File: config.mk
export PLATFORM = sky130hd
export DESIGN_NAME = mm_engine
export DESIGN_NICKNAME = d
export VERILOG_FILES = /design/src/mm_types_pkg.sv /design/src/mm_map_pkg.sv /design/src/mm_engine.sv
export SDC_FILE = /design/constraint.sdc
export NUM_CORES = 1
export LEC_CHECK = 0
export ABC_AREA = 1
export BUFFER_PORTS_ARGS = -buffer_cell sky130_fd_sc_hd__buf_2
export CAP_MARGIN = 40
export CORE_ASPECT_RATIO = 0.75
export CORE_UTILIZATION = 50
export DETAILED_ROUTE_END_ITERATION = 6
export GPL_TIMING_DRIVEN = 0
export PLACE_DENSITY = 0.68
export SYNTH_ARGS = -nofsm -noshare
export SYNTH_HDL_FRONTEND = slang
export SYNTH_SLANG_ARGS = --single-unit
File: constraint.sdc
create_clock -name arm_clk -period 13.7 [get_ports arm_clk]
set_input_delay 0.685 -clock arm_clk [delete_from_list [all_inputs] [get_ports arm_clk]]
set_output_delay 0.685 -clock arm_clk [all_outputs]
set_load 0.05 [all_outputs]
File: src/mm_types_pkg.sv
`default_nettype none

package mm_types_pkg;

  // matrix dimension, legal range 1..8
  typedef logic [3:0] dim_t;

  // one packed data lane
  typedef logic [7:0] byte_t;

  typedef logic signed [31:0] result_t;

  // one memory word, read either as byte lanes or as command fields
  typedef union packed {
    byte_t [3:0] lanes;  // lane 0 holds the lowest matrix index
    struct packed {
      logic [15:0] hi;   // p in command word 1
      logic [15:0] lo;   // m in word 1, n in word 2
    } dims;
  } mem_word_u;

endpackage

`default_nettype wire

File: src/mm_map_pkg.sv
`default_nettype none

package mm_map_pkg;

  typedef logic [7:0] addr_t;  // word address

  localparam int MEM_WORDS = 256;

  // data regions
  localparam addr_t FM_BASE  = 8'd0;    // column-major feature words
  localparam addr_t WM_BASE  = 8'd32;   // row-major weight words
  localparam addr_t OUT_BASE = 8'd128;  // results, row-major

  // control words
  localparam addr_t ADDR_COM1 = 8'd64;  // m and p
  localparam addr_t ADDR_COM2 = 8'd65;  // n
  localparam addr_t ADDR_FLAG = 8'd66;

  localparam logic [31:0] FLAG_START  = 32'd1;
  localparam logic [31:0] FLAG_FINISH = 32'd2;

endpackage

`default_nettype wire

File: src/mm_engine.sv
`timescale 1ns/1ps
`default_nettype none

module mm_engine (
  input  wire                          arm_clk,
  input  wire                          rst,
  output logic                         mem_req,
  output logic                         mem_we,
  output mm_map_pkg::addr_t            mem_addr,
  output mm_types_pkg::mem_word_u      mem_wdata,
  input  wire                          mem_gnt,
  input  wire mm_types_pkg::mem_word_u mem_rdata
);

  localparam logic [7:0] IDLE  = 8'b0000_0001;
  localparam logic [7:0] POLL  = 8'b0000_0010;
  localparam logic [7:0] CMD1  = 8'b0000_0100;
  localparam logic [7:0] CMD2  = 8'b0000_1000;
  localparam logic [7:0] FEAT  = 8'b0001_0000;
  localparam logic [7:0] WGT   = 8'b0010_0000;
  localparam logic [7:0] WRITE = 8'b0100_0000;
  localparam logic [7:0] FIN   = 8'b1000_0000;

  logic [7:0]            state;
  logic                  pend;  // granted read, data arrives now
  mm_types_pkg::dim_t    m, n, p;
  mm_types_pkg::dim_t    i, j, k;
  logic [7:0]            i8, j8, k8, p8;
  logic [7:0]            m_grp, p_grp;
  mm_types_pkg::byte_t   fbyte;
  mm_types_pkg::result_t acc;
  mm_types_pkg::result_t prod;
  logic signed [8:0]     f_s;
  logic signed [7:0]     w_s;

  assign i8    = {4'd0, i};
  assign j8    = {4'd0, j};
  assign k8    = {4'd0, k};
  assign p8    = {4'd0, p};
  assign m_grp = ({4'd0, m} + 8'd3) >> 2;
  assign p_grp = (p8 + 8'd3) >> 2;

  // feature byte is unsigned, weight byte signed
  assign f_s  = {1'b0, fbyte};
  assign w_s  = mem_rdata.lanes[j[1:0]];
  assign prod = f_s * w_s;

  always_comb begin
    mem_req   = 1'b0;
    mem_we    = 1'b0;
    mem_addr  = mm_map_pkg::ADDR_FLAG;
    mem_wdata = mm_types_pkg::mem_word_u'(acc);
    case (state)
      POLL: mem_req = !pend;
      CMD1: begin
        mem_req  = !pend;
        mem_addr = mm_map_pkg::ADDR_COM1;
      end
      CMD2: begin
        mem_req  = !pend;
        mem_addr = mm_map_pkg::ADDR_COM2;
      end
      FEAT: begin
        mem_req  = !pend;
        mem_addr = mm_map_pkg::FM_BASE + k8 * m_grp + (i8 >> 2);  // column k, group of i
      end
      WGT: begin
        mem_req  = !pend;
        mem_addr = mm_map_pkg::WM_BASE + k8 * p_grp + (j8 >> 2);  // row k, group of j
      end
      WRITE: begin
        mem_req  = 1'b1;
        mem_we   = 1'b1;
        mem_addr = mm_map_pkg::OUT_BASE + i8 * p8 + j8;
      end
      FIN: begin
        mem_req   = 1'b1;
        mem_we    = 1'b1;
        mem_wdata = mm_types_pkg::mem_word_u'(mm_map_pkg::FLAG_FINISH);
      end
      default: ;
    endcase
  end

  always_ff @(posedge arm_clk) begin
    if (pend && state == FEAT) fbyte <= mem_rdata.lanes[i[1:0]];
    if (pend && state == WGT) begin
      acc <= acc + prod;
    end else if (state == CMD2 || (state == WRITE && mem_gnt)) begin
      acc <= '0;  // fresh sum per (i, j)
    end
  end

  always_ff @(posedge arm_clk or posedge rst) begin
    if (rst) begin
      state <= IDLE;
      pend  <= 1'b0;
      m     <= '0;
      n     <= '0;
      p     <= '0;
      i     <= '0;
      j     <= '0;
      k     <= '0;
    end else begin
      if (mem_req && !mem_we && mem_gnt) pend <= 1'b1;
      case (state)
        IDLE: state <= POLL;  // one quiet cycle between polls
        POLL: begin
          if (pend) begin
            pend  <= 1'b0;
            state <= (mem_rdata == mm_map_pkg::FLAG_START) ? CMD1 : IDLE;
          end
        end
        CMD1: begin
          if (pend) begin
            pend  <= 1'b0;
            m     <= mem_rdata.dims.lo[3:0];
            p     <= mem_rdata.dims.hi[3:0];
            state <= CMD2;
          end
        end
        CMD2: begin
          if (pend) begin
            pend  <= 1'b0;
            n     <= mem_rdata.dims.lo[3:0];
            i     <= '0;
            j     <= '0;
            k     <= '0;
            state <= FEAT;
          end
        end
        FEAT: begin
          if (pend) begin
            pend  <= 1'b0;
            state <= WGT;
          end
        end
        WGT: begin
          if (pend) begin
            pend  <= 1'b0;
            k     <= (k == n - 4'd1) ? '0 : k + 4'd1;
            state <= (k == n - 4'd1) ? WRITE : FEAT;
          end
        end
        WRITE: begin
          if (mem_gnt) begin
            if (j == p - 4'd1) begin
              j     <= '0;
              i     <= i + 4'd1;
              state <= (i == m - 4'd1) ? FIN : FEAT;
            end else begin
              j     <= j + 4'd1;
              state <= FEAT;
            end
          end
        end
        FIN: if (mem_gnt) state <= IDLE;
        default: state <= IDLE;
      endcase
    end
  end

  a_addr_in_region: assert property (@(posedge arm_clk) disable iff (rst)
    mem_req |->
      ((state == FEAT) ? (mem_addr < mm_map_pkg::WM_BASE) :
       (state == WGT)  ? (mem_addr >= mm_map_pkg::WM_BASE &&
                          mem_addr < mm_map_pkg::ADDR_COM1) :
       (state == WRITE) ? (mem_addr >= mm_map_pkg::OUT_BASE) : 1'b1))
    else $error("engine address outside its region");

endmodule

`default_nettype wire

# After elaboration in Yosys (flattened, before gate mapping)
# Index checks and enable logic that the tools add are counted.
# Widths: inputs -> output; s select.
# totals
reg_bits,73
word_cells,104
# classes
add_sub_neg,14
mul,4
order_cmp,2
eq_ne,20
mux,35
n_reduce_logical,19
# ops
op,n
$mux 32,3
$mux 8,11
$pmux 8 s8,1
$pmux 8 s5,1
$add 32x17->32,1
$bmux 8 s2,2
$eq 32x1->1 const B,1
$mux 4,7
$pmux 4 s2,3
$mul 9x8->17,1
$mul 4x3->7,2
$ne 2x2->1 const B,7
$add 4x1->4 const B,3
$eq 4x4->1,3
$sub 4x1->4 const B,3
$add 4x2->5 const B,2
$add 6x7->8 const A,1
$add 7x2->8,1
$add 8x2->8,1
$add 8x4->8,1
$add 8x8->8 const A,1
$eq 8x1->1 const B,1
$eq 8x2->1 const B,1
$eq 8x3->1 const B,1
other kinds (22),35

# Logic depth before layout (Yosys ltp)
# depth
word_depth,9
depth_mapped,28
ltp_nobuf,27

# Worst setup path before layout
# OpenSTA, ideal clock, no wires.
# synth_path
path_kind,input port to flip-flop
from,input port mem_rdata[31] in the netlist's numbering
to,register acc[17] (data pin)
arrival_ps,4920
t_required_ps,13443
path_slack_ps,8523
path_stages,22
n_path_buf,0
path_cell_list,inv_1 > nand2_1 > nand3_1 > nand2_2 > nand2_1 > fa_1 > fa_1 > inv_1 > fa_1 > fa_1 > fa_1 > ha_1 > nand2_1 > inv_1 > nand2_1 > nand2_1 > nand2_1 > nand3_1 > nand2_1 > nand2_1 > o21ai_0 > nor2_1
# synth_via
elab_chain_len,5
# synth_lines
element,line,source
"start, declared",mm_engine.sv:12,input wire mm_types_pkg::mem_word_u mem_rdata
$bmux 8 s2,mm_engine.sv:45,assign w_s = mem_rdata.lanes[j[1:0]];
$mux 8 (implied by the code),mm_engine.sv:45,
$mul 9x8->17,mm_engine.sv:46,assign prod = f_s * w_s;
$add 32x17->32,mm_engine.sv:88,acc <= acc + prod;
$mux 32,mm_engine.sv:87,if (pend && state == WGT) begin
"end signal, assigned",mm_engine.sv:88,
"end, declared",mm_engine.sv:31,mm_types_pkg::result_t acc;
# No other way between the ends. The select of a mux whose other input is x is not followed.
# A chain may end at the register's enable or synchronous reset.

# Final worst setup path
# layout_path
from,register j[0]
to,register acc[29] (data pin)
# layout_via
elab_chain_len,5
# layout_lines
element,line,source
"start, declared",mm_engine.sv:27,"mm_types_pkg::dim_t i, j, k;"
"start signal, assigned",mm_engine.sv:152,j <= j + 4'd1;
$bmux 8 s2,mm_engine.sv:45,
$mux 8 (implied by the code),mm_engine.sv:45,
$mul 9x8->17,mm_engine.sv:46,
$add 32x17->32,mm_engine.sv:88,
$mux 32,mm_engine.sv:87,
# No other way between the ends. The select of a mux whose other input is x is not followed.

==> results.md <==
* GP Congestion at between 0.9 and 1
* I/O pin cnt at a little under 80
* Largest net degree at the start of global routing at 23
* Via count at between 9000 and 10000
* Critical Path RT at about 14000 ps
* Avg Inst Size Synth at 6.99 µm²
* Die Y at ~130 µm
* Die Span X at 170 µm
* Hold WC Path Type: in2async
* Seq cells post-synth at 73
* Final hold vios at 0
* Crit. End Element: flop
* Area of the die at 21700 µm²
* Crit start category: flop
* Final #Nets at ~1900
* N_diodes at 0
* Post-Place Cell Area at 11300 µm²
* Layout cells sized above 1 at about a tenth
* DR WL/cell at 15.2 µm
* Post-synth top area share at 18.6%
* Synth cell types at 43
* Iter 0 DRT Violations at 902
* Antenna violations before repair at 0
* Most frequent cell after synthesis: nand2_1
* R2R Setup Slk at 7540 ps
* P per Cell Area at 72.4 nW/µm²
* Finished layout cell area at 11600 µm²
* Final Setup Violations at 0
* Hold buffers post-CTS at 0
* Clock Sinks at 73
* Crit Path Category: reg2reg
* Starting density of the core at roughly half
* Final worst clock skew at about 14 ps
* Clock Power Share at 29.5%
* Synth warnings at 0
* Worst Max-Slew Pin Slew at slightly above 700 ps
* Worst hold slack at 449 ps
* Commonest cells post-synth: 370 x nand2_1, 296 x inv_1, 201 x nor2_1
* Net Sw Power at 0.355 mW
* GR Overflow Total at 0
* Net Count, Synth at ~1800
* R2r startpoint: j[0]
* Synth area leaders: ha_1 19%, nand2_1 13%, fa_1 12%
* Post-CTS resize count at 0
* DRT Wirelength at 28600 µm
* Worst r2r path cells at 24
* Mapped cell area at 10600 µm²
* Max Slew Vio Count at 0
* Synth Instances at between 1500 and 2000
* Sequential power share at ~29%
* # Post-CTS Setup Buffers at 0
* Maximum VDD drop at 52.0 µV
* Global-route wire length before repair at 45900 µm
* RSZ-0062 raised after global routing: false
* Asr flop ratio synth at 45.2%
* Status: finished, final reports clean
* Post-layout minimum cycle time at 6160 ps
* Max Fclk at 0.162 GHz
* Drt via density at 5.20
* TritonCTS buffer count at 9
* CTS tree: yes
* DP Wirelength at 23700 µm
* Htree depth at 3
* Fin crit share at 44.9%
* Row count at 45
* # DRC at 0
* Internal power at approximately 0.5 mW
* Root Driver: clkbuf_16
* Max Cap Violations at 0
* Layout area overhead at 10.3%
* Ys flop type: edfxtp_1
* Later-pin clock latency in the skew report at 350 ps
* Slew Limit Headroom at 51.5%
* Final ANT Viol Nets at 0
* Area leader, netlist: ha_1
* Net Sw Frac at 42.1%
* Total track usage at 27.3%
* Worst setup path startpoint: j[0]
* Maximum clock path buffer count at 2
* CP arrival at 6260 ps
* Comb power frac at 41.8%
* Final setup TNS at 0 ps
* Core Region at 20400 µm²
* CP max FO at 21
* Worst R2R End: acc[29]
* Post-synth EDFFs at 40
* Drt first pass iters at 6
* I/O Buffers at between 70 and 80
* Leak at 6.74 nW
* Clk pin slew, worst setup/hold paths at 70 ps
* Number of global-route vias before repair at 8946
* Sequential area share after synthesis at 19.2%
kinds of logic after synthesis:
family | share of synthesized area (%)
simple gates | 28.4
buf+inv | 12.3
fa+ha+maj | 30.9
xor+xnor | 1.40
compound gates | 7.81
flops | 19.2
per-layer routing:
layer  share of wire, %  global-route usage [%]  routed length [µm]  up-vias
li1                   -                       -                   -     4915
met1                 50                    42.5               14400     4494
met2                 40                    39.2               11400      367
met3                8.7                    4.94                2480       33
met4                1.1                    4.66                 301        0
met5                  0                       0                   0        -
layout make-up:
class	count	area [µm²]
Fill cell	2012	8800
Multi-Input combinational cell	1102	7240
Sequential cell	73	2030
Inverter	309	1160
Timing Repair Buffer	78	428
Tap cell	282	353
Clock buffer	10	250
Buffer	26	138
Clock inverter	6	50.0
registers in the layout, indices dropped and copies added, names as in the netlist:
signal and flops:
k 4, p 4, i 4, n 4, acc 32, j 4, m 4, pend 1
fbyte 8, state 8
power by group through the flow:
stage / logic, mW / registers, mW / clock network [mW]
final: 0.352 / 0.242 / 0.249
after global routing: 0.401 / 0.243 / 0.259
after CTS: 0.347 / 0.242 / 0.254
after detailed placement: 0.343 / 0.247 / 0
after global placement: 0.339 / 0.246 / 0
after floorplan: 0.258 / 0.246 / 0
metrics by stage:
stage / util [%] / cells / setup WS (ps) / power [mW]
2_1_floorplan: - / 1510 / 8520 / 0.503
3_3_place_gp: 55.2 / 1868 / 7580 / 0.585
3_5_place_dp: 55.5 / 1870 / 7570 / 0.590
4_1_cts: 57.0 / 1886 / 7570 / 0.843
5_1_grt: 57.0 / 1886 / 7130 / 0.903
6_report: 57.0 / 1886 / 7540 / 0.843
cells in the final DEF (no fill, tap or decap), types with 11 or more instances in the layout:
cell      synthesis  routed
a21oi_1          54      54
buf_2            13      89
dfrtp_1          32      32
edfxtp_1         40      40
fa_1             65      65
ha_1            157     157
inv_1           296     296
inv_2            12      12
nand2_1         370     370
nand3_1          78      77
nand4_1          22      22
nor2_1          201     201
o21ai_0          58      58
o21ai_1          11      11
xor2_1           12      12
worst max-delay path by stage:
stage	slack, ps	cells after the start	endpoint
detailed placement	7570	23	acc[29]
floorplan	8520	22	acc[17]
global route	7130	24	acc[29]
finish	7540	24	acc[29]
global placement	7580	23	acc[29]
CTS	7570	24	acc[29]
critical path: stages (launching register included):
cell	delay (ps)
dfrtp_1	400
buf_2	220
inv_2	70
buf_6	140
nand2_1	50
nand3_1	70
nand2_2	510
inv_2	240
nor2_1	210
fa_1	450
fa_1	550
inv_1	50
fa_1	520
inv_1	50
fa_1	470
ha_1	310
ha_1	350
nand2_1	180
inv_1	60
a21oi_1	250
nand3_1	270
nand2_1	140
nand3_1	130
nor2_1	120
nor2_1	60
Power figures use the tool's default switching activity.
