## src/mm_types_pkg.sv

```systemverilog
`default_nettype none

package mm_types_pkg;

  // matrix dimension, legal range 1..8
  typedef logic [3:0] dim_t;

  // one packed data lane
  typedef logic [7:0] byte_t;

  typedef logic signed [31:0] result_t;

  // one memory word, read either as byte lanes or as command fields
  typedef union packed {
    byte_t [3:0] lanes;  // lane 0 holds the lowest matrix index
    struct packed {
      logic [15:0] hi;   // p in command word 1
      logic [15:0] lo;   // m in word 1, n in word 2
    } dims;
  } mem_word_u;

endpackage

`default_nettype wire

```

## src/mm_map_pkg.sv

```systemverilog
`default_nettype none

package mm_map_pkg;

  typedef logic [7:0] addr_t;  // word address

  localparam int MEM_WORDS = 256;

  // data regions
  localparam addr_t FM_BASE  = 8'd0;    // column-major feature words
  localparam addr_t WM_BASE  = 8'd32;   // row-major weight words
  localparam addr_t OUT_BASE = 8'd128;  // results, row-major

  // control words
  localparam addr_t ADDR_COM1 = 8'd64;  // m and p
  localparam addr_t ADDR_COM2 = 8'd65;  // n
  localparam addr_t ADDR_FLAG = 8'd66;

  localparam logic [31:0] FLAG_START  = 32'd1;
  localparam logic [31:0] FLAG_FINISH = 32'd2;

endpackage

`default_nettype wire

```

## src/host_seq.sv

```systemverilog
`timescale 1ns/1ps
`default_nettype none

module host_seq #(
  parameter int POLL_INTERVAL = 16
) (
  input  wire                          arm_clk,
  input  wire                          rst,
  input  wire                          job_valid,
  input  wire mm_types_pkg::dim_t      job_m,
  input  wire mm_types_pkg::dim_t      job_n,
  input  wire mm_types_pkg::dim_t      job_p,
  input  wire                          data_valid,
  input  wire mm_types_pkg::mem_word_u data_word,
  output logic                         busy,
  output logic                         done,
  output logic                         result_valid,
  output mm_types_pkg::result_t        result_data,
  output logic                         mem_req,
  output logic                         mem_we,
  output mm_map_pkg::addr_t            mem_addr,
  output mm_types_pkg::mem_word_u      mem_wdata,
  input  wire mm_types_pkg::mem_word_u mem_rdata
);

  localparam logic [7:0] IDLE       = 8'b0000_0001;
  localparam logic [7:0] LOAD_FM    = 8'b0000_0010;
  localparam logic [7:0] LOAD_WM    = 8'b0000_0100;
  localparam logic [7:0] WRITE_COM  = 8'b0000_1000;
  localparam logic [7:0] WRITE_FLAG = 8'b0001_0000;
  localparam logic [7:0] WAIT_FLAG  = 8'b0010_0000;
  localparam logic [7:0] READ_OUT   = 8'b0100_0000;
  localparam logic [7:0] FINISH     = 8'b1000_0000;

  logic [7:0]              state;
  logic [7:0]              cnt;
  mm_types_pkg::dim_t      m, n, p;
  logic [7:0]              m8, n8, p8;
  logic [7:0]              fm_words, wm_words, out_words;
  logic [15:0]             poll_timer;
  logic                    poll_tick;
  logic                    issue_wr, issue_rd;
  mm_map_pkg::addr_t       nxt_addr;
  mm_types_pkg::mem_word_u nxt_wdata;
  logic                    out_req;  // read in flight is a result read
  logic                    rd_out;
  logic                    poll_rd;  // flag word on mem_rdata this cycle

  assign m8 = {4'd0, m};
  assign n8 = {4'd0, n};
  assign p8 = {4'd0, p};

  // four lanes per word, rounded up
  assign fm_words  = n8 * ((m8 + 8'd3) >> 2);
  assign wm_words  = n8 * ((p8 + 8'd3) >> 2);
  assign out_words = m8 * p8;

  assign poll_tick = (poll_timer == 16'(POLL_INTERVAL - 1));

  always_comb begin
    issue_wr  = 1'b0;
    issue_rd  = 1'b0;
    nxt_addr  = mm_map_pkg::ADDR_FLAG;
    nxt_wdata = data_word;
    case (state)
      LOAD_FM: begin
        issue_wr = data_valid;
        nxt_addr = mm_map_pkg::FM_BASE + cnt;
      end
      LOAD_WM: begin
        issue_wr = data_valid;
        nxt_addr = mm_map_pkg::WM_BASE + cnt;
      end
      WRITE_COM: begin
        issue_wr = 1'b1;
        nxt_addr = (cnt == 8'd0) ? mm_map_pkg::ADDR_COM1 : mm_map_pkg::ADDR_COM2;
        nxt_wdata.dims.hi = (cnt == 8'd0) ? 16'(p) : 16'd0;
        nxt_wdata.dims.lo = (cnt == 8'd0) ? 16'(m) : 16'(n);
      end
      WRITE_FLAG: begin
        issue_wr  = 1'b1;
        nxt_wdata = mm_types_pkg::mem_word_u'(mm_map_pkg::FLAG_START);
      end
      WAIT_FLAG: issue_rd = poll_tick;
      READ_OUT: begin
        issue_rd = 1'b1;
        nxt_addr = mm_map_pkg::OUT_BASE + cnt;
      end
      default: ;
    endcase
  end

  // address and data follow the request flop
  always_ff @(posedge arm_clk) begin
    mem_addr  <= nxt_addr;
    mem_wdata <= nxt_wdata;
  end

  always_ff @(posedge arm_clk or posedge rst) begin
    if (rst) begin
      state      <= IDLE;
      cnt        <= 8'd0;
      m          <= '0;
      n          <= '0;
      p          <= '0;
      poll_timer <= 16'd0;
      mem_req    <= 1'b0;
      mem_we     <= 1'b0;
      out_req    <= 1'b0;
      rd_out     <= 1'b0;
      poll_rd    <= 1'b0;
      busy       <= 1'b0;
      done       <= 1'b0;
    end else begin
      mem_req <= issue_wr | issue_rd;
      mem_we  <= issue_wr;
      out_req <= issue_rd && (state == READ_OUT);
      rd_out  <= out_req;
      poll_rd <= mem_req && !mem_we && !out_req;
      done    <= 1'b0;
      case (state)
        IDLE: begin
          if (job_valid) begin
            m     <= job_m;
            n     <= job_n;
            p     <= job_p;
            cnt   <= 8'd0;
            busy  <= 1'b1;
            state <= LOAD_FM;
          end
        end
        LOAD_FM: begin
          if (data_valid) begin
            cnt <= (cnt == fm_words - 8'd1) ? 8'd0 : cnt + 8'd1;
            if (cnt == fm_words - 8'd1) state <= LOAD_WM;
          end
        end
        LOAD_WM: begin
          if (data_valid) begin
            cnt <= (cnt == wm_words - 8'd1) ? 8'd0 : cnt + 8'd1;
            if (cnt == wm_words - 8'd1) state <= WRITE_COM;
          end
        end
        WRITE_COM: begin
          cnt <= (cnt == 8'd1) ? 8'd0 : cnt + 8'd1;
          if (cnt == 8'd1) state <= WRITE_FLAG;
        end
        WRITE_FLAG: begin
          poll_timer <= 16'd0;
          state      <= WAIT_FLAG;
        end
        WAIT_FLAG: begin
          poll_timer <= poll_tick ? 16'd0 : poll_timer + 16'd1;
          if (poll_rd && mem_rdata == mm_map_pkg::FLAG_FINISH) begin
            cnt   <= 8'd0;
            state <= READ_OUT;
          end
        end
        READ_OUT: begin
          cnt <= (cnt == out_words - 8'd1) ? 8'd0 : cnt + 8'd1;
          if (cnt == out_words - 8'd1) state <= FINISH;
        end
        FINISH: begin
          // last result on the port now
          if (rd_out && !out_req) begin
            done  <= 1'b1;
            busy  <= 1'b0;
            state <= IDLE;
          end
        end
        default: state <= IDLE;
      endcase
    end
  end

  assign result_valid = rd_out;
  assign result_data  = mm_types_pkg::result_t'(mem_rdata);

  a_dims_ok: assert property (@(posedge arm_clk) disable iff (rst)
    (state == IDLE && job_valid) |->
      (job_m inside {[4'd1:4'd8]} && job_n inside {[4'd1:4'd8]} &&
       job_p inside {[4'd1:4'd8]}))
    else $error("job dimensions out of range");

endmodule

`default_nettype wire

```

## config.mk

```make
export PLATFORM = sky130hd
export DESIGN_NAME = host_seq
export DESIGN_NICKNAME = d
export VERILOG_FILES = /design/src/mm_types_pkg.sv /design/src/mm_map_pkg.sv /design/src/host_seq.sv
export SDC_FILE = /design/constraint.sdc
export NUM_CORES = 1
export LEC_CHECK = 0
export BUFFER_PORTS_ARGS = -buffer_cell sky130_fd_sc_hd__buf_2
export CORE_ASPECT_RATIO = 0.9
export CORE_MARGIN = 10
export CORE_UTILIZATION = 50
export CTS_CLUSTER_SIZE = 14
export DETAILED_ROUTE_END_ITERATION = 8
export PLACE_DENSITY = 0.77
export SYNTH_ARGS = -nofsm -noshare
export SYNTH_HDL_FRONTEND = slang
export SYNTH_SLANG_ARGS = --single-unit
```

## constraint.sdc

```tcl
create_clock -name arm_clk -period 4.4 [get_ports arm_clk]
set_input_delay 0.22 -clock arm_clk [delete_from_list [all_inputs] [get_ports arm_clk]]
set_output_delay 0.22 -clock arm_clk [all_outputs]
set_load 0.02 [all_outputs]
```

Word-level counts from Yosys, hierarchy flattened. Index checks and enable logic that the tools add are counted.

Bits in registers: 91. Logic and storage cells: 101.

$add $sub $neg: 9. Multiply operators: 3. Eq/ne operators: 23. Multiplexer cells: 33. Bitwise operators: 1. Reductions and logical operators: 17.

Operators by type and width (number): 8-bit 2-to-1 mux (17); 32-bit one-hot mux with 2 select lines (1); 8-bit one-hot mux with 8 select lines (1); 8-bit one-hot mux with 6 select lines (1); 32-bit by 2-bit == test with 1-bit output (second input constant) (1); 16-bit one-hot mux with 2 select lines (1); 8-bit one-hot mux with 4 select lines (1); 8-bit == test (3); 16-bit by 1-bit adder with 16-bit output (second input constant) (1); 16-bit by 4-bit == test with 1-bit output (second input constant) (1); 8-bit by 1-bit == test with 1-bit output (second input constant) (2); 16-bit 2-to-1 mux (1); 2-bit inequality test (second input constant) (8); 7-bit by 1-bit subtractor with 8-bit output (second input constant) (2); 4-bit by 3-bit multiplier with 7-bit output (2); 4-bit by 2-bit adder with 5-bit output (second input constant) (2); 9-bit AND reduction (1); 6-bit by 8-bit adder with 8-bit output (first input constant) (1); 8-bit by 1-bit adder with 8-bit output (second input constant) (1); 8-bit adder (first input constant) (1); 8-bit by 2-bit == test with 1-bit output (second input constant) (1); 8-bit by 3-bit == test with 1-bit output (second input constant) (1); 8-bit by 4-bit == test with 1-bit output (second input constant) (1); 8-bit by 5-bit == test with 1-bit output (second input constant) (1); 19 further kinds (33).

Depth between registers and ports, before layout.
Word-level depth: 7. Gate-level depth with buffers: 16. Mapped depth without buffers: 15.

Least setup slack after synthesis. Ideal clock, no wire load.

Path kind: reg2reg. Start point: register m[0]. End point: register state[2]. Arrival time: 3.725 ns. Path slack: 0.550 ns. Stages on the path, launching flop included: 16. Cells stage by stage: dfrtp_1 -> o21ai_0 -> xnor2_1 -> nand2_1 -> ha_1 -> fa_1 -> inv_1 -> fa_1 -> xnor2_1 -> xnor2_1 -> nor3_1 -> nand4_1 -> o31a_1 -> a21oi_4 -> nand4_4 -> mux2_4.

Longest elaborated chain between the ends: 6.

RTL lines: from (decl) (line host_seq.sv:37) `mm_types_pkg::dim_t m, n, p;`; from (signal assigned) (line host_seq.sv:124) `m <= job_m;`; 4-bit by 2-bit adder with 5-bit output (line host_seq.sv:54) `assign fm_words = n8 * ((m8 + 8'd3) >> 2);`; 4-bit by 3-bit multiplier with 7-bit output (line host_seq.sv:54); 7-bit by 1-bit subtractor with 8-bit output (line host_seq.sv:135) `if (cnt == fm_words - 8'd1) state <= LOAD_WM;`; 8-bit == test (line host_seq.sv:135); 2-bit inequality test (no line); 9-bit AND reduction (no line) (*); to (signal assigned) (line host_seq.sv:135); to (signal assigned) (line host_seq.sv:141) `if (cnt == wm_words - 8'd1) state <= WRITE_COM;`; to (signal assigned) (line host_seq.sv:146) `if (cnt == 8'd1) state <= WRITE_FLAG;`; to (decl) (line host_seq.sv:35) `logic [7:0] state;`.

Every way passes the cells marked *; elsewhere a longest branch is shown, timed or not. A chain may end at the register's enable or synchronous reset.

Worst setup path in the final report. Same ends and word-level chain as after synthesis.

==> results.cfg <==
[yosys]
syn_nets = 751
synth-edff-count = 0
synth_area_per_cell_um2 = 9.36
ys_seq_area_frac = 0.361
syn_inst = 615
synthFlopType = dfrtp_1
ys_seq_elements = 91
ys_warn_count = 0
synth_cell_types = 61
async_flop_share = 0.560
netlist_area_mm2 = 0.00575

[routing]
via_per_inst = 5.40
drt_pass1_iterations = 4
drtIter0Drc = 356
wire_per_inst_um = 18.1
routed_wl_um = 16100
drc = 0
antenna_left = 0
dr_total_vias = 4803

[worst_setup_path]
cpPeakStageDelay_ns = 0.51
critPathMaxFanout = 9
regToRegSetupSlack_ns = 0.23
startpoint_type = flop
r2r_cells = 15
r2r-start = m[0]
cp.required_ns = 4.64
path_delay_family = compound AO/OA/AOI/OAI gates
end_kind = flop
cp_common_cell = ha_1
cp_data_arrival_time_ns = 4.41
worstReg2RegEnd = state[2]
critPathBufInv = 1
cp_cell_sequence = o21ai_2 > xnor2_2 > nand2_1 > ha_1 > fa_1 > inv_1 > ha_1 > a211oi_1 > o21bai_1 > a21oi_1 > xnor2_1 > o31a_1 > a21oi_4 > nand4_4 > mux2_4
cp.depth = 15
critical-path-slowest-cell = fa_1
critPathKind = flop to flop

[clock_network]
clk_latency_ns = 0.35
htree_levels = 3
cts_made_buffers = 9
root_buffer = clkbuf_16
path_clk_slew_ns = 0.07
cts_num_sinks = 91
clockBufferDepth = 2
cts_tree = done

[placement]
place.gp.congestion = 0.857
dp_hpwl_um = 12900
post_dp_cell_area_mm2 = 0.00640
io_buffers = 156

[grt]
top_usage_layer = met2
grt_max_degree = 52
use_met3 = 0.0671
met2_usage = 0.346
grt_antenna_before_repair = 1
groute.usage.overall = 0.198
grt_pass1_vias = 4896
grt_pass1_wl_um = 26000
grt_use_met1 = 0.223
grt_remaining_overflow = 0

[floorplanning]
rows = 37
fp.dieW_um = 133
die_area_mm2 = 0.0162
start_util = 0.507
core_area_mm2 = 0.0113
die_y_um = 122
io_pins = 157

[timing]
fin_skew_ns = 0.00827
slew_headroom = 0.271
timing.setup.tns_ns = 0
slew_violations = 0
finalHoldViolations = 0
setup_viol = 0
fin_crit_sh = 0.948
fmax_mhz = 240
rsz0062_at_grt = false
fin_crit_ns = 4.17
worstMarginPinSlew_ns = 1.09

[min_path]
worstHoldPathType = input pin to flop
min-delay-start = data_word[2]
worstHoldEndpoint = mem_wdata[2]
holdPathStages = 3

[final_layout]
final_cell_area_mm2 = 0.00672
drive_above_1_share = 0.278
regArea_mm2 = 0.00208
multi_input_area_mm2 = 0.00321
fill_cells = 964
areaGrowthSynthToFinish_pct = 16.8
fin_nets = 864

[status]
status = completed

[power]
power.density_mw_per_mm2 = 974
power_leakage_nw = 3.39
ir_drop_uv = 594
finalPower_mw = 6.55

[job]
drv_cap = 0
## metrics by stage
step | instances | hold slack (ns) | setup WS (ns) | util
global route | 890 | 0.0802 | 0.0278 | 0.592
detailed placement | 873 | 0.426 | 0.0905 | 0.565
CTS | 889 | 0.0797 | 0.0556 | 0.591
finish | 890 | 0.0872 | 0.229 | 0.592
floorplan | 615 | 0.294 | 0.550 | -
global placement | 873 | 0.423 | 0.344 | 0.565
## cells by family (layout without fill, tap and decap cells)
group,Yosys count,in the layout,synth area share
AND/OR/NAND/NOR,215,215,0.204
AO/OA/AOI/OAI,98,98,0.111
flip-flops,91,91,0.361
buffers and inverters,91,209,0.0822
adder cells (fa/ha/maj),56,56,0.136
XOR/XNOR,45,45,0.0685
multiplexers,19,19,0.0367
other,0,1,0
## layer usage
metal  part of all wire  up-vias  wire length, um
met5                  0        -                0
met3              0.083       20             1330
met1               0.41     2280             6610
met4              0.015        0              246
li1                   -     2327                -
met2               0.49      176             7910
## cell usage after synthesis (all sizes together), types with 3 or more instances
master / number / area share
xor2: 12 / 0.018
a221oi: 4 / 0.0061
dfrtp: 50 / 0.22
nor4: 12 / 0.013
o21bai: 5 / 0.0065
xnor2: 33 / 0.050
clkbuf: 18 / 0.012
inv: 35 / 0.023
nor3: 7 / 0.0089
nor2: 28 / 0.018
fa: 11 / 0.038
mux2: 14 / 0.028
nand4b: 4 / 0.0061
a21o: 10 / 0.013
a31oi: 3 / 0.0033
or2: 4 / 0.0043
nand2: 60 / 0.039
a22o: 7 / 0.011
a211oi: 3 / 0.0039
and2: 14 / 0.015
o31ai: 3 / 0.0039
nand4: 8 / 0.011
nand3: 12 / 0.010
and4b: 3 / 0.0052
nor3b: 3 / 0.0039
dfxtp: 40 / 0.14
and3: 37 / 0.040
buf: 38 / 0.048
nand2b: 11 / 0.012
ha: 45 / 0.098
or3: 3 / 0.0033
mux2i: 5 / 0.0087
nor2b: 3 / 0.0033
a21oi: 17 / 0.017
o21ai: 36 / 0.032
## where the power goes
part	leakage (nW)	internal [mW]	switching (mW)	total, mW
combinational	2.23	2.14	2.47	4.60
sequential	1.01	0.981	0.182	1.16
clock	0.149	0.406	0.377	0.782
## area by class of cell
class,count,share of cell area
Clock inverter,7,0.0114
Inverter,35,0.0196
Multi-Input combinational cell,433,0.478
Clock buffer,9,0.0335
Antenna cell,1,0.000372
Sequential cell,91,0.309
Timing Repair Buffer,158,0.118
Tap cell,156,0.0291
## worst max-delay path by stage
stage / start / end / slack, ns
6_report: m[0] / state[2] / 0.23
5_1_grt: p[0] / state[2] / 0.03
4_1_cts: m[0] / state[2] / 0.06
3_5_place_dp: m[0] / state[2] / 0.09
3_3_place_gp: m[0] / state[2] / 0.34
2_1_floorplan: m[0] / state[2] / 0.55
## state kept, by name, summed over array words and instances (netlist names)
signal	count
mem_wdata	32
poll_timer	16
cnt	8
mem_addr	8
state	8
m	4
n	4
p	4
busy	1
done	1
mem_req	1
mem_we	1
out_req	1
poll_rd	1
result_valid	1
## worst register-to-register path, cell delays in order (launching register included)
cell	delay, ns
dfrtp_1	0.47
o21ai_2	0.25
xnor2_2	0.16
nand2_1	0.10
ha_1	0.32
fa_1	0.51
inv_1	0.07
ha_1	0.32
a211oi_1	0.33
o21bai_1	0.13
a21oi_1	0.20
xnor2_1	0.09
o31a_1	0.33
a21oi_4	0.25
nand4_4	0.19
mux2_4	0.34
## layout by cell type (no fill, tap or decap), drive strengths merged, types with 4 or more instances in the layout
cell type  instances
a21o              10
a21oi             17
a221oi             4
a22o               7
and2              14
and3              37
buf              158
clkbuf             9
dfrtp             50
dfxtp             40
fa                11
ha                45
inv               39
mux2              14
mux2i              5
nand2             60
nand2b            11
nand3             12
nand4              8
nand4b             4
nor2              28
nor3               7
nor4              12
o21ai             36
o21bai             5
or2                4
xnor2             33
xor2              12
## timing repair
action,in CTS,in global routing
resized for setup,0,3
endpoints found under the setup margin,0,4
hold buffers,0,0
setup buffers,0,0
(Power assumes the default switching activity.)
