==> src/mm_types_pkg.sv <==
`default_nettype none

package mm_types_pkg;

  // matrix dimension, legal range 1..8
  typedef logic [3:0] dim_t;

  // one packed data lane
  typedef logic [7:0] byte_t;

  typedef logic signed [31:0] result_t;

  // one memory word, read either as byte lanes or as command fields
  typedef union packed {
    byte_t [3:0] lanes;  // lane 0 holds the lowest matrix index
    struct packed {
      logic [15:0] hi;   // p in command word 1
      logic [15:0] lo;   // m in word 1, n in word 2
    } dims;
  } mem_word_u;

endpackage

`default_nettype wire

==> src/mm_map_pkg.sv <==
`default_nettype none

package mm_map_pkg;

  typedef logic [7:0] addr_t;  // word address

  localparam int MEM_WORDS = 256;

  // data regions
  localparam addr_t FM_BASE  = 8'd0;    // column-major feature words
  localparam addr_t WM_BASE  = 8'd32;   // row-major weight words
  localparam addr_t OUT_BASE = 8'd128;  // results, row-major

  // control words
  localparam addr_t ADDR_COM1 = 8'd64;  // m and p
  localparam addr_t ADDR_COM2 = 8'd65;  // n
  localparam addr_t ADDR_FLAG = 8'd66;

  localparam logic [31:0] FLAG_START  = 32'd1;
  localparam logic [31:0] FLAG_FINISH = 32'd2;

endpackage

`default_nettype wire

==> src/mem_arbiter.sv <==
`timescale 1ns/1ps
`default_nettype none

module mem_arbiter (
  input  wire                          arm_clk,
  input  wire                          rst,
  input  wire                          host_req,
  input  wire                          host_we,
  input  wire mm_map_pkg::addr_t       host_addr,
  input  wire mm_types_pkg::mem_word_u host_wdata,
  input  wire                          eng_req,
  input  wire                          eng_we,
  input  wire mm_map_pkg::addr_t       eng_addr,
  input  wire mm_types_pkg::mem_word_u eng_wdata,
  output logic                         host_gnt,
  output logic                         eng_gnt,
  output mm_types_pkg::mem_word_u      host_rdata,
  output mm_types_pkg::mem_word_u      eng_rdata,
  output logic                         ram_we,
  output mm_map_pkg::addr_t            ram_addr,
  output mm_types_pkg::mem_word_u      ram_wdata,
  input  wire mm_types_pkg::mem_word_u ram_rdata
);

  logic host_rd;  // pending read belongs to host
  logic eng_rd;

  // host always first
  assign host_gnt = host_req;
  assign eng_gnt  = eng_req & ~host_req;

  assign ram_we    = host_gnt ? host_we : (eng_gnt & eng_we);
  assign ram_addr  = host_req ? host_addr : eng_addr;
  assign ram_wdata = host_req ? host_wdata : eng_wdata;

  always_ff @(posedge arm_clk or posedge rst) begin
    if (rst) begin
      host_rd <= 1'b0;
      eng_rd  <= 1'b0;
    end else begin
      host_rd <= host_gnt & ~host_we;
      eng_rd  <= eng_gnt & ~eng_we;
    end
  end

  // returned word only shows up on the side that asked
  assign host_rdata = host_rd ? ram_rdata : '0;
  assign eng_rdata  = eng_rd ? ram_rdata : '0;

  // a losing engine request stays put until granted
  a_eng_held: assert property (@(posedge arm_clk) disable iff (rst)
    (eng_req && !eng_gnt) |=>
      (eng_req && $stable(eng_addr) && $stable(eng_we)))
    else $error("engine request dropped before grant");

endmodule

`default_nettype wire

==> config.mk <==
export PLATFORM = sky130hd
export DESIGN_NAME = mem_arbiter
export DESIGN_NICKNAME = d
export VERILOG_FILES = /design/src/mm_types_pkg.sv /design/src/mm_map_pkg.sv /design/src/mem_arbiter.sv
export SDC_FILE = /design/constraint.sdc
export NUM_CORES = 1
export LEC_CHECK = 0
export BUFFER_PORTS_ARGS = -buffer_cell sky130_fd_sc_hd__buf_4
export CORE_AREA = 2 2 88 90
export DETAILED_ROUTE_END_ITERATION = 16
export DIE_AREA = 0 0 90 92
export PLACE_DENSITY = 0.54
export REMOVE_ABC_BUFFERS = 1
export SKIP_LAST_GASP = 1
export SYNTH_ARGS = -nofsm -noshare
export SYNTH_HDL_FRONTEND = slang
export SYNTH_SLANG_ARGS = --single-unit
==> constraint.sdc <==
create_clock -name arm_clk -period 1.5 [get_ports arm_clk]
set_input_delay 0.15 -clock arm_clk [delete_from_list [all_inputs] [get_ports arm_clk]]
set_output_delay 0.15 -clock arm_clk [all_outputs]
set_load 0.005 [all_outputs]
### After elaboration in Yosys (flattened, before gate mapping)

Index checks and enable logic that the tools add are counted.

| word-level totals | value |
|---|---|
| bits in registers | 2 |
| input bits | 118 |
| output and inout bits | 107 |
| logic and storage cells | 14 |

| cells by class | value |
|---|---|
| mux-type cells | 5 |
| bitwise gates (word level) | 7 |

Operators by type and width:

| operator | number |
|---|---|
| 2-to-1 mux 32 bit | 3 |
| 2-to-1 mux 8 bit | 1 |
| AND 1 bit | 4 |
| inverter 1 bit | 3 |
| 2-to-1 mux 1 bit | 1 |

### Depth between registers and ports, before layout

Gate-level depths: netlist of the first run.

| depth | value |
|---|---|
| word-level depth | 4 |
| gate-level depth with buffers | 3 |
| mapped depth without buffers | 2 |

### Least setup slack after synthesis of the first run

Ideal clock, no wire load.

| timing path | value |
|---|---|
| kind | input -> output |
| start point | input host_req |
| end point | output ram_addr[0] |
| arrival | 0.724 ns |
| data required time | 1.350 ns |
| path slack | 0.626 ns |
| stages on the path | 3 |
| buffers on the path | 2 |
| path through | buf_6 buf_6 mux2_4 |

| on the way | value |
|---|---|
| cells in the longest elaborated chain, start to end | 1 |

Ends and longest elaborated chain:

| element | RTL line | text |
|---|---|---|
| from (decl) | mem_arbiter.sv:7 | `input wire host_req,` |
| 2-to-1 mux 8 bit | mem_arbiter.sv:33 | `assign ram_addr = host_req ? host_addr : eng_addr;` |
| to (decl) | mem_arbiter.sv:20 | `output mm_map_pkg::addr_t ram_addr,` |

Every way passes these cells.

==> metrics.cfg, run 1 <==
[run_status]
status=finished clean

[synthesis]
synth-xor-area-share_pct=0
avgSynthCellArea_um2=9.44
yosys-mux-area-fraction_pct=51.1
ys_ff_latch=2
yosysWarnings=0
synthSimpleGateAreaFrac_pct=36.1
synth-compound-area-share_pct=0.754
synth-seq-area-share_pct=4.31
synth_top_family_by_area=multiplexers
synthAdderAreaFrac_pct=0
yosysTopAreaCell=mux2_4
synthesis.instances=123
synth.area.top_cells=mux2_4, and2_1, buf_6
synthDistinctLibCells=10
synth_top_area_share_pct=49.1
syn_area_um2=1160

[sta]
finalSetupViolations=0
tns_ns=0
max_freq_mhz=796
holdWs_ns=0.0963
final.period_utilization_pct=83.8
worst_pin_slew_ns=0.387
min_period_ns=1.26
hold_viol=0
grt_setup_unrepaired=no
slew_headroom_pct=74.2
report.final.slew_viol_count=0

[finish]
fin_util_pct=40.1
final_nets=462
final_cell_mix=buf_4, and2_1, mux2_4
final_area_um2=2980
layout.cells.most_common=buf_4
area_growth_pct=157
fill_cells=789
final-instance-count-excl-fill=444
final_layout_size_suffix_gt1_share_pct=79.2
diodes=0

[clocking]
clock-root-buffer=clkbuf_8
path_clk_slew_ns=0.03
cts_setup_buffers=0
htreeDepth=1
clk_path_buf_depth=2
numCtsBuffers=3
cts_sinks=2
tritoncts=done

[drt]
drt_iter0_drc=10
drtPass1Iterations=3
viasPerCell=3.81
drt.antenna.violating_nets=0
routedWlPerCell_um=12.3
drc=0
vias=1691
wl_um=5440

[floorplanning]
std_cell_rows=32
start_util_pct=15.6
dieArea_um2=8280
die-height_um=92
core_area_um2=7450
io_pins=225
die_w_um=90

[global_route]
grt.total_usage_pct=12.0
grt_pass1_wl_um=8140
grt_max_degree=33
grt_pass1_vias=1665
grt_overflow=0
antenna_found_initial=0

[placement]
hpwl_um=4930
placed_area_um2=2930
placed_cells=440
gp_congestion=0.795
numPortBuffers=224

[setup_path]
cp_slowest_stage_delay_ns=0.59
crit_buf_inv=1
worstSetupPathType=flip-flop to primary output
crit_family=flip-flops
worstPathMaxFanout=32
critPathArrivalTime_ns=1.11
path_cells=and2_1 > buf_4
cpMaxStageDelayCell=dfrtp_2
endpoint_kind=primary output
critical_path.startpoint_type=flip-flop
crit_required_ns=1.35

[power]
cellLeakagePower_uw=0.00171
p_per_area_nw_per_um2=337
ir_worst_vdd_mv=0.161

[flow_run]
cap_violations=0

[min_path]
whs_path_depth=2
min_to=host_rd
hold_class=input pin to flip-flop
min_from=host_we

kinds of logic after synthesis:
group / after synthesis
and+or+nand+nor: 67
muxes: 40
buffers and inverters: 13
DFF: 2
AOI/OAI and AO/OA: 1
area by class of cell:
cell class | instances | area, µm² | share of cell area, %
inverter | 1 | 3.75 | 0.126
sequential | 2 | 51.3 | 1.72
multi-input combinational | 108 | 1020 | 34.2
timing repair buffer | 228 | 1740 | 58.3
clock buffer | 3 | 41.3 | 1.38
tap | 102 | 128 | 4.28
cells in the mapped netlist, drive strengths merged:
master  number
and2        64
buf          6
dfrtp        2
nor2b        3
inv          1
mux2        40
a22o         1
clkbuf       6
sequential cells by signal, indices dropped and copies added, names as in the netlist:
| signal | count |
|---|---|
| host_rd | 1 |
| eng_rd | 1 |
metal layers:
layer  GRT usage [%]  routed length [µm]  part of all wire (%)
met1            12.1                1850                    34
met4            1.92                  21                  0.39
met5               0                   0                     0
met2            22.8                2810                    52
met3            5.75                 760                    14
through the flow:
| step | setup slack [ns] | total power (µW) |
|---|---|---|
| after CTS | 0.180 | 1030 |
| after detailed placement | 0.138 | 809 |
| after floorplan | 0.558 | 280 |
| after global routing | 0.113 | 1080 |
| final | 0.243 | 1000 |
| after global placement | 0.182 | 802 |
what timing repair did:
| item | in CTS | in global routing |
|---|---|---|
| hold buffers | 1 | 0 |
| setup endpoints to repair | 32 | 0 |
| resized for setup | 1 | 0 |
| endpoints found under the hold margin | 2 | 0 |
report_power, final:
group,switching (µW),leakage (µW),total [µW],internal (µW)
Clock,40.8,0.0000216,210,170
Combinational,206,0.00166,728,522
Sequential,9.06,0.0000250,66.0,57.0
how the worst max path moves through the flow:
stage	startpoint	end	slack (ns)	cells past startpoint
finish	host_rd	host_rdata[6]	0.24	2
global route	host_rd	host_rdata[7]	0.11	2
CTS	host_rd	host_rdata[6]	0.18	2
detailed placement	host_rd	host_rdata[6]	0.14	2
floorplan	eng_rd	eng_rdata[29]	0.56	1
global placement	host_rd	host_rdata[27]	0.18	2
No activity file was read; power rests on OpenSTA's default activity.
==> run 2, diff against run 1 <==
--- a/config.mk
+++ b/config.mk
@@ -9,7 +9,7 @@
 export CORE_AREA = 2 2 88 90
 export DETAILED_ROUTE_END_ITERATION = 16
 export DIE_AREA = 0 0 90 92
-export PLACE_DENSITY = 0.54
+export PLACE_DENSITY = 0.56
 export REMOVE_ABC_BUFFERS = 1
 export SKIP_LAST_GASP = 1
 export SYNTH_ARGS = -nofsm -noshare
==> constraint.sdc (replaced) <==
create_clock -name arm_clk -period 1.1 [get_ports arm_clk]
set_input_delay 0.11 -clock arm_clk [delete_from_list [all_inputs] [get_ports arm_clk]]
set_output_delay 0.11 -clock arm_clk [all_outputs]
set_load 0.005 [all_outputs]
==> run 2 against run 1 <==
Setup slack got worse by 0.35 ns. The flow now finishes with violations (setup timing). Sequential power rose by 23%. Highest routed layer unchanged. Wire length is 3.3% higher. Non-clock buffer count is 2 higher. Via count is 2.5% higher. Core utilization rose by 0.54 points. Die area unchanged. Clock power up 38%.
==> metrics.cfg, run 2 (same netlist as run 1, synthesis figures left out) <==
[drt]
drtPass1Iterations=3
viasPerCell=3.89
routedWlPerCell_um=12.6
wl_um=5620
vias=1733
drc=0
drt.antenna.violating_nets=0
drt_iter0_drc=17

[sta]
slew_headroom_pct=87.7
setup_ws_ns=-0.105
grt_setup_unrepaired=yes
max_freq_mhz=830
min_period_ns=1.20
holdWs_ns=0.0564
final.period_utilization_pct=110
tns_ns=-3.70
finalSetupViolations=60
report.final.slew_viol_count=0
hold_viol=0
worst_pin_slew_ns=0.185

[finish]
final_layout_size_suffix_gt1_share_pct=79.4
diodes=0
area_growth_pct=160
layout.cells.most_common=buf_4
final_nets=464
fill_cells=761
final_cell_mix=buf_4, and2_1, mux2_4
largestRegisters=eng_rd: 1 flops, host_rd: 1 flops
final_area_um2=3020

[run_status]
status=finished with violations
violations=setup timing

[floorplanning]
die_w_um=90
start_util_pct=15.6
core_area_um2=7450
die-height_um=92
std_cell_rows=32
dieArea_um2=8280
io_pins=225

[setup_path]
cpMaxStageDelayCell=dfrtp_2
path_cells=buf_12 > and2_1 > buf_4
worstPathMaxFanout=28
critPathCapture=eng_rdata[22]
worstSetupPathType=flip-flop to primary output
cp_slowest_stage_delay_ns=0.43
crit_required_ns=0.99
critical_path.startpoint_type=flip-flop
crit_start=eng_rd
endpoint_kind=primary output
critPathArrivalTime_ns=1.09

[clocking]
cts_sinks=2
clk_path_buf_depth=2
tritoncts=done
cts_setup_buffers=0
htreeDepth=1
path_clk_slew_ns=0.03
numCtsBuffers=3
clock-root-buffer=clkbuf_8

[placement]
placed_area_um2=2970
numPortBuffers=224
gp_congestion=0.780

[global_route]
grt_pass1_vias=1645
top_usage_layer=met2
grt_overflow=0
grtUsageMet1_pct=12.0
antenna_found_initial=0
grt_use_met3_pct=5.42
grt_pass1_wl_um=8060
grt_max_degree=33
grt.total_usage_pct=11.9
grt.met2_usage_pct=22.0

[power]
ir_worst_vdd_mv=0.207
p_per_area_nw_per_um2=461
power_uw=1390
cellLeakagePower_uw=0.00172

[flow_run]
cap_violations=0

[min_path]
hold_class=input pin to flip-flop

-- run 2: cell count changes in the layout (fill, tap and decap cells not counted), sizes merged --
cell  change
buf       +2
-- run 2: where the power goes --
part	switching (µW)	internal [µW]	total (µW)	leakage [µW]
Sequential	3.74	77.8	81.5	0.0000248
Combinational	298	726	1020	0.00168
Clock	57.5	231	289	0.0000216
-- run 2: critical path: cells and delay by family, from the launching register on --
kind                   cells  cell delay (ns)
AND/OR/NAND/NOR            1             0.16
buffers and inverters      2             0.29
flip-flops                 1             0.43
-- run 2: repair_timing --
action / in CTS / in global routing
hold endpoints to repair: 2 / 0
setup endpoints to repair: 60 / 60
hold buffers: 1 / 0
gates resized for setup: 0 / 1
-- run 2: per-layer routing --
layer / part of all wire [%] / vias up
li1: - / 842
met1: 33 / 747
met2: 51 / 138
met3: 14 / 6
met4: 1.3 / 0
met5: 0 / -
-- run 2: stage by stage --
step | std cells | worst slack, ns | util, %
2_1_floorplan | 111 | 0.198 | -
3_3_place_gp | 442 | 0.0613 | 39.9
3_5_place_dp | 442 | 0.0585 | 39.9
4_1_cts | 446 | -0.135 | 40.6
5_1_grt | 446 | -0.143 | 40.6
6_report | 446 | -0.105 | 40.6
-- run 2: how the worst min path moves through the flow --
stage	slack [ns]	endpoint	startpoint	depth (start not counted)
finish	0.06	eng_rd	eng_we	2
global route	0.07	host_rd	host_we	2
CTS	0.06	host_rd	host_we	2
detailed placement	-0.03	eng_rd	rst	2
global placement	-0.03	eng_rd	rst	2
floorplan	-0.15	eng_rd	rst	1
-- run 2: layout make-up --
cell class	count	area [µm²]	area share (%)
well taps	102	128	4.22
repair buffers	230	1780	58.8
multi-input cells	108	1020	33.8
inverters	1	3.75	0.124
flip-flops and latches	2	51.3	1.70
clock buffers	3	41.3	1.37
==> run 3, diff against run 2 <==
--- a/config.mk
+++ b/config.mk
@@ -5,11 +5,12 @@
 export SDC_FILE = /design/constraint.sdc
 export NUM_CORES = 1
 export LEC_CHECK = 0
+export ABC_AREA = 1
 export BUFFER_PORTS_ARGS = -buffer_cell sky130_fd_sc_hd__buf_4
-export CORE_AREA = 2 2 88 90
+export CORE_AREA = 2 2 87 89
 export DETAILED_ROUTE_END_ITERATION = 16
-export DIE_AREA = 0 0 90 92
-export PLACE_DENSITY = 0.56
+export DIE_AREA = 0 0 89 91
+export PLACE_DENSITY = 0.57
 export REMOVE_ABC_BUFFERS = 1
 export SKIP_LAST_GASP = 1
 export SYNTH_ARGS = -nofsm -noshare
==> run 3 against run 2 <==
The run still ends with setup timing left. Core utilization up 0.85 points. Non-clock buffer count fell by 1. Global-route usage rose by 2.2 points. Count of clock-buffer cells in the layout unchanged. Wire length up 13%. Fmax grew 7.4%. Sequential power fell by 2%. Via count rose by 28%. Flip-flop and latch count unchanged. Hold slack got worse by 0.0030 ns. Critical path type unchanged. Largest power group unchanged. Highest routed layer unchanged.
==> metrics.cfg, run 3 <==
[global_route]
antenna_found_initial=0
grt_pass1_wl_um=9270
grt_pass1_vias=1989
grt.total_usage_pct=14.1
grt_max_degree=43
grt_overflow=0

[floorplanning]
std_cell_rows=31
core_area_um2=7140
io_pins=225
die_w_um=89
die-height_um=91
start_util_pct=16.5
dieArea_um2=8100

[min_path]
hold_class=input pin to flip-flop
whs_path_depth=2

[finish]
layout.cells.most_common=buf_4
diodes=0
area_growth_pct=151
final_layout_size_suffix_gt1_share_pct=49.3
final_area_um2=2960
final-instance-count-excl-fill=590
largestRegisters=eng_rd: 1 flops, host_rd: 1 flops
final_cell_mix=buf_4, nand2_1, inv_1
final_nets=611

[sta]
slew_headroom_pct=78.8
hold_viol=0
max_freq_mhz=891
final.period_utilization_pct=102
holdWs_ns=0.0534
worst_pin_slew_ns=0.318
grt_setup_unrepaired=yes
finalSetupViolations=47
min_period_ns=1.12
setup_ws_ns=-0.0221
report.final.slew_viol_count=0

[synthesis]
synthesis.instances=275
synth-compound-area-share_pct=0
synth-xor-area-share_pct=0
synthAdderAreaFrac_pct=0
avgSynthCellArea_um2=4.29
synth.area.top_cells=nand2_1, inv_1, nand2_2
synth_top_family_by_area=simple AND/OR/NAND/NOR gates
synthSimpleGateAreaFrac_pct=62.8
async_flop_share_pct=100
yosysTopAreaCell=nand2_1
synthDistinctLibCells=13
syn_area_um2=1180
synth_top_flop_cell=dfrtp_1
yosysWarnings=0
synth_top_area_share_pct=56.3
synth_edf_count=0
synth-seq-area-share_pct=4.24
yosys-top-cells-count=nand2_1, inv_1, nand2_2
yosysMostFrequentCell=nand2_1
yosys-mux-area-fraction_pct=0
ys_ff_latch=2

[clocking]
clk_path_buf_depth=2
numCtsBuffers=3
path_clk_slew_ns=0.03
cts_setup_buffers=0
htreeDepth=1
clock-root-buffer=clkbuf_8
cts.repair.resized=0
cts_sinks=2
tritoncts=done

[drt]
drc=0
drtPass1Iterations=4
drt.antenna.violating_nets=0
wl_um=6330
routedWlPerCell_um=10.7
viasPerCell=3.76
vias=2220
drt_iter0_drc=35

[run_status]
violations=setup timing
status=finished with violations

[setup_path]
critical_path.startpoint_type=flip-flop
crit_required_ns=0.99
worstPathMaxFanout=32
critPathArrivalTime_ns=1.01
worstSetupPathType=flip-flop to primary output
endpoint_kind=primary output

[power]
power_uw=1340
ir_worst_vdd_mv=0.220
p_per_area_nw_per_um2=453
cellLeakagePower_uw=0.00224

[flow_run]
cap_violations=0

[placement]
hpwl_um=5540
gp_congestion=0.813
placed_area_um2=2910
numPortBuffers=224
placed_cells=586

[run 3: stage by stage]
step	setup slack [ns]	utilization, %	TNS (ns)
floorplan	0.0532	-	0
global placement	0.186	40.7	0
detailed placement	0.181	40.7	0
CTS	-0.0346	41.5	-0.638
global route	-0.0822	41.5	-2.88
finish	-0.0221	41.5	-0.300
[run 3: power by group]
group	switching, µW	leakage [µW]	internal [µW]
Combinational	376	0.00219	590
Clock	62.8	0.0000216	232
Sequential	2.51	0.0000263	77.5
Total	441	0.00224	900
[run 3: kinds of logic after synthesis]
| kind of cell | count (synthesis) |
|---|---|
| AND/OR/NAND/NOR | 190 |
| flip-flops | 2 |
| buffers and inverters | 83 |
[run 3: timing repair]
action | in CTS | in global routing
endpoints found under the hold margin | 2 | 0
endpoints found under the setup margin | 63 | 64
hold buffers | 1 | 0
[run 3: final timing paths]
path	from	slack (ns)	endpoint
max	host_rd	-0.02	host_rdata[8]
min	host_we	0.05	host_rd
max in group asynchronous	rst	0.67	eng_rd
min in group asynchronous	rst	0.31	host_rd
[run 3: layer usage]
layer / wire, µm / global-route usage (%) / up-vias / part of all wire (%)
li1: - / - / 1177 / -
met1: 2160 / 14.0 / 900 / 34
met2: 3290 / 28.4 / 141 / 52
met3: 862 / 4.09 / 2 / 14
met4: 17 / 1.87 / 0 / 0.27
met5: 0 / 0 / - / 0
[run 3: final cells by class]
class | instances | area, µm²
Clock buffer | 3 | 41.3
Fill cell | 822 | 4180
Inverter | 67 | 256
Multi-Input combinational cell | 190 | 741
Sequential cell | 2 | 50.0
Tap cell | 99 | 124
Timing Repair Buffer | 229 | 1750
[run 3: worst max-delay path: stages, from the launching register on]
cell and delay, ns:
dfrtp_1 0.38, buf_12 0.17, nand2_1 0.08, inv_1 0.04
buf_4 0.12
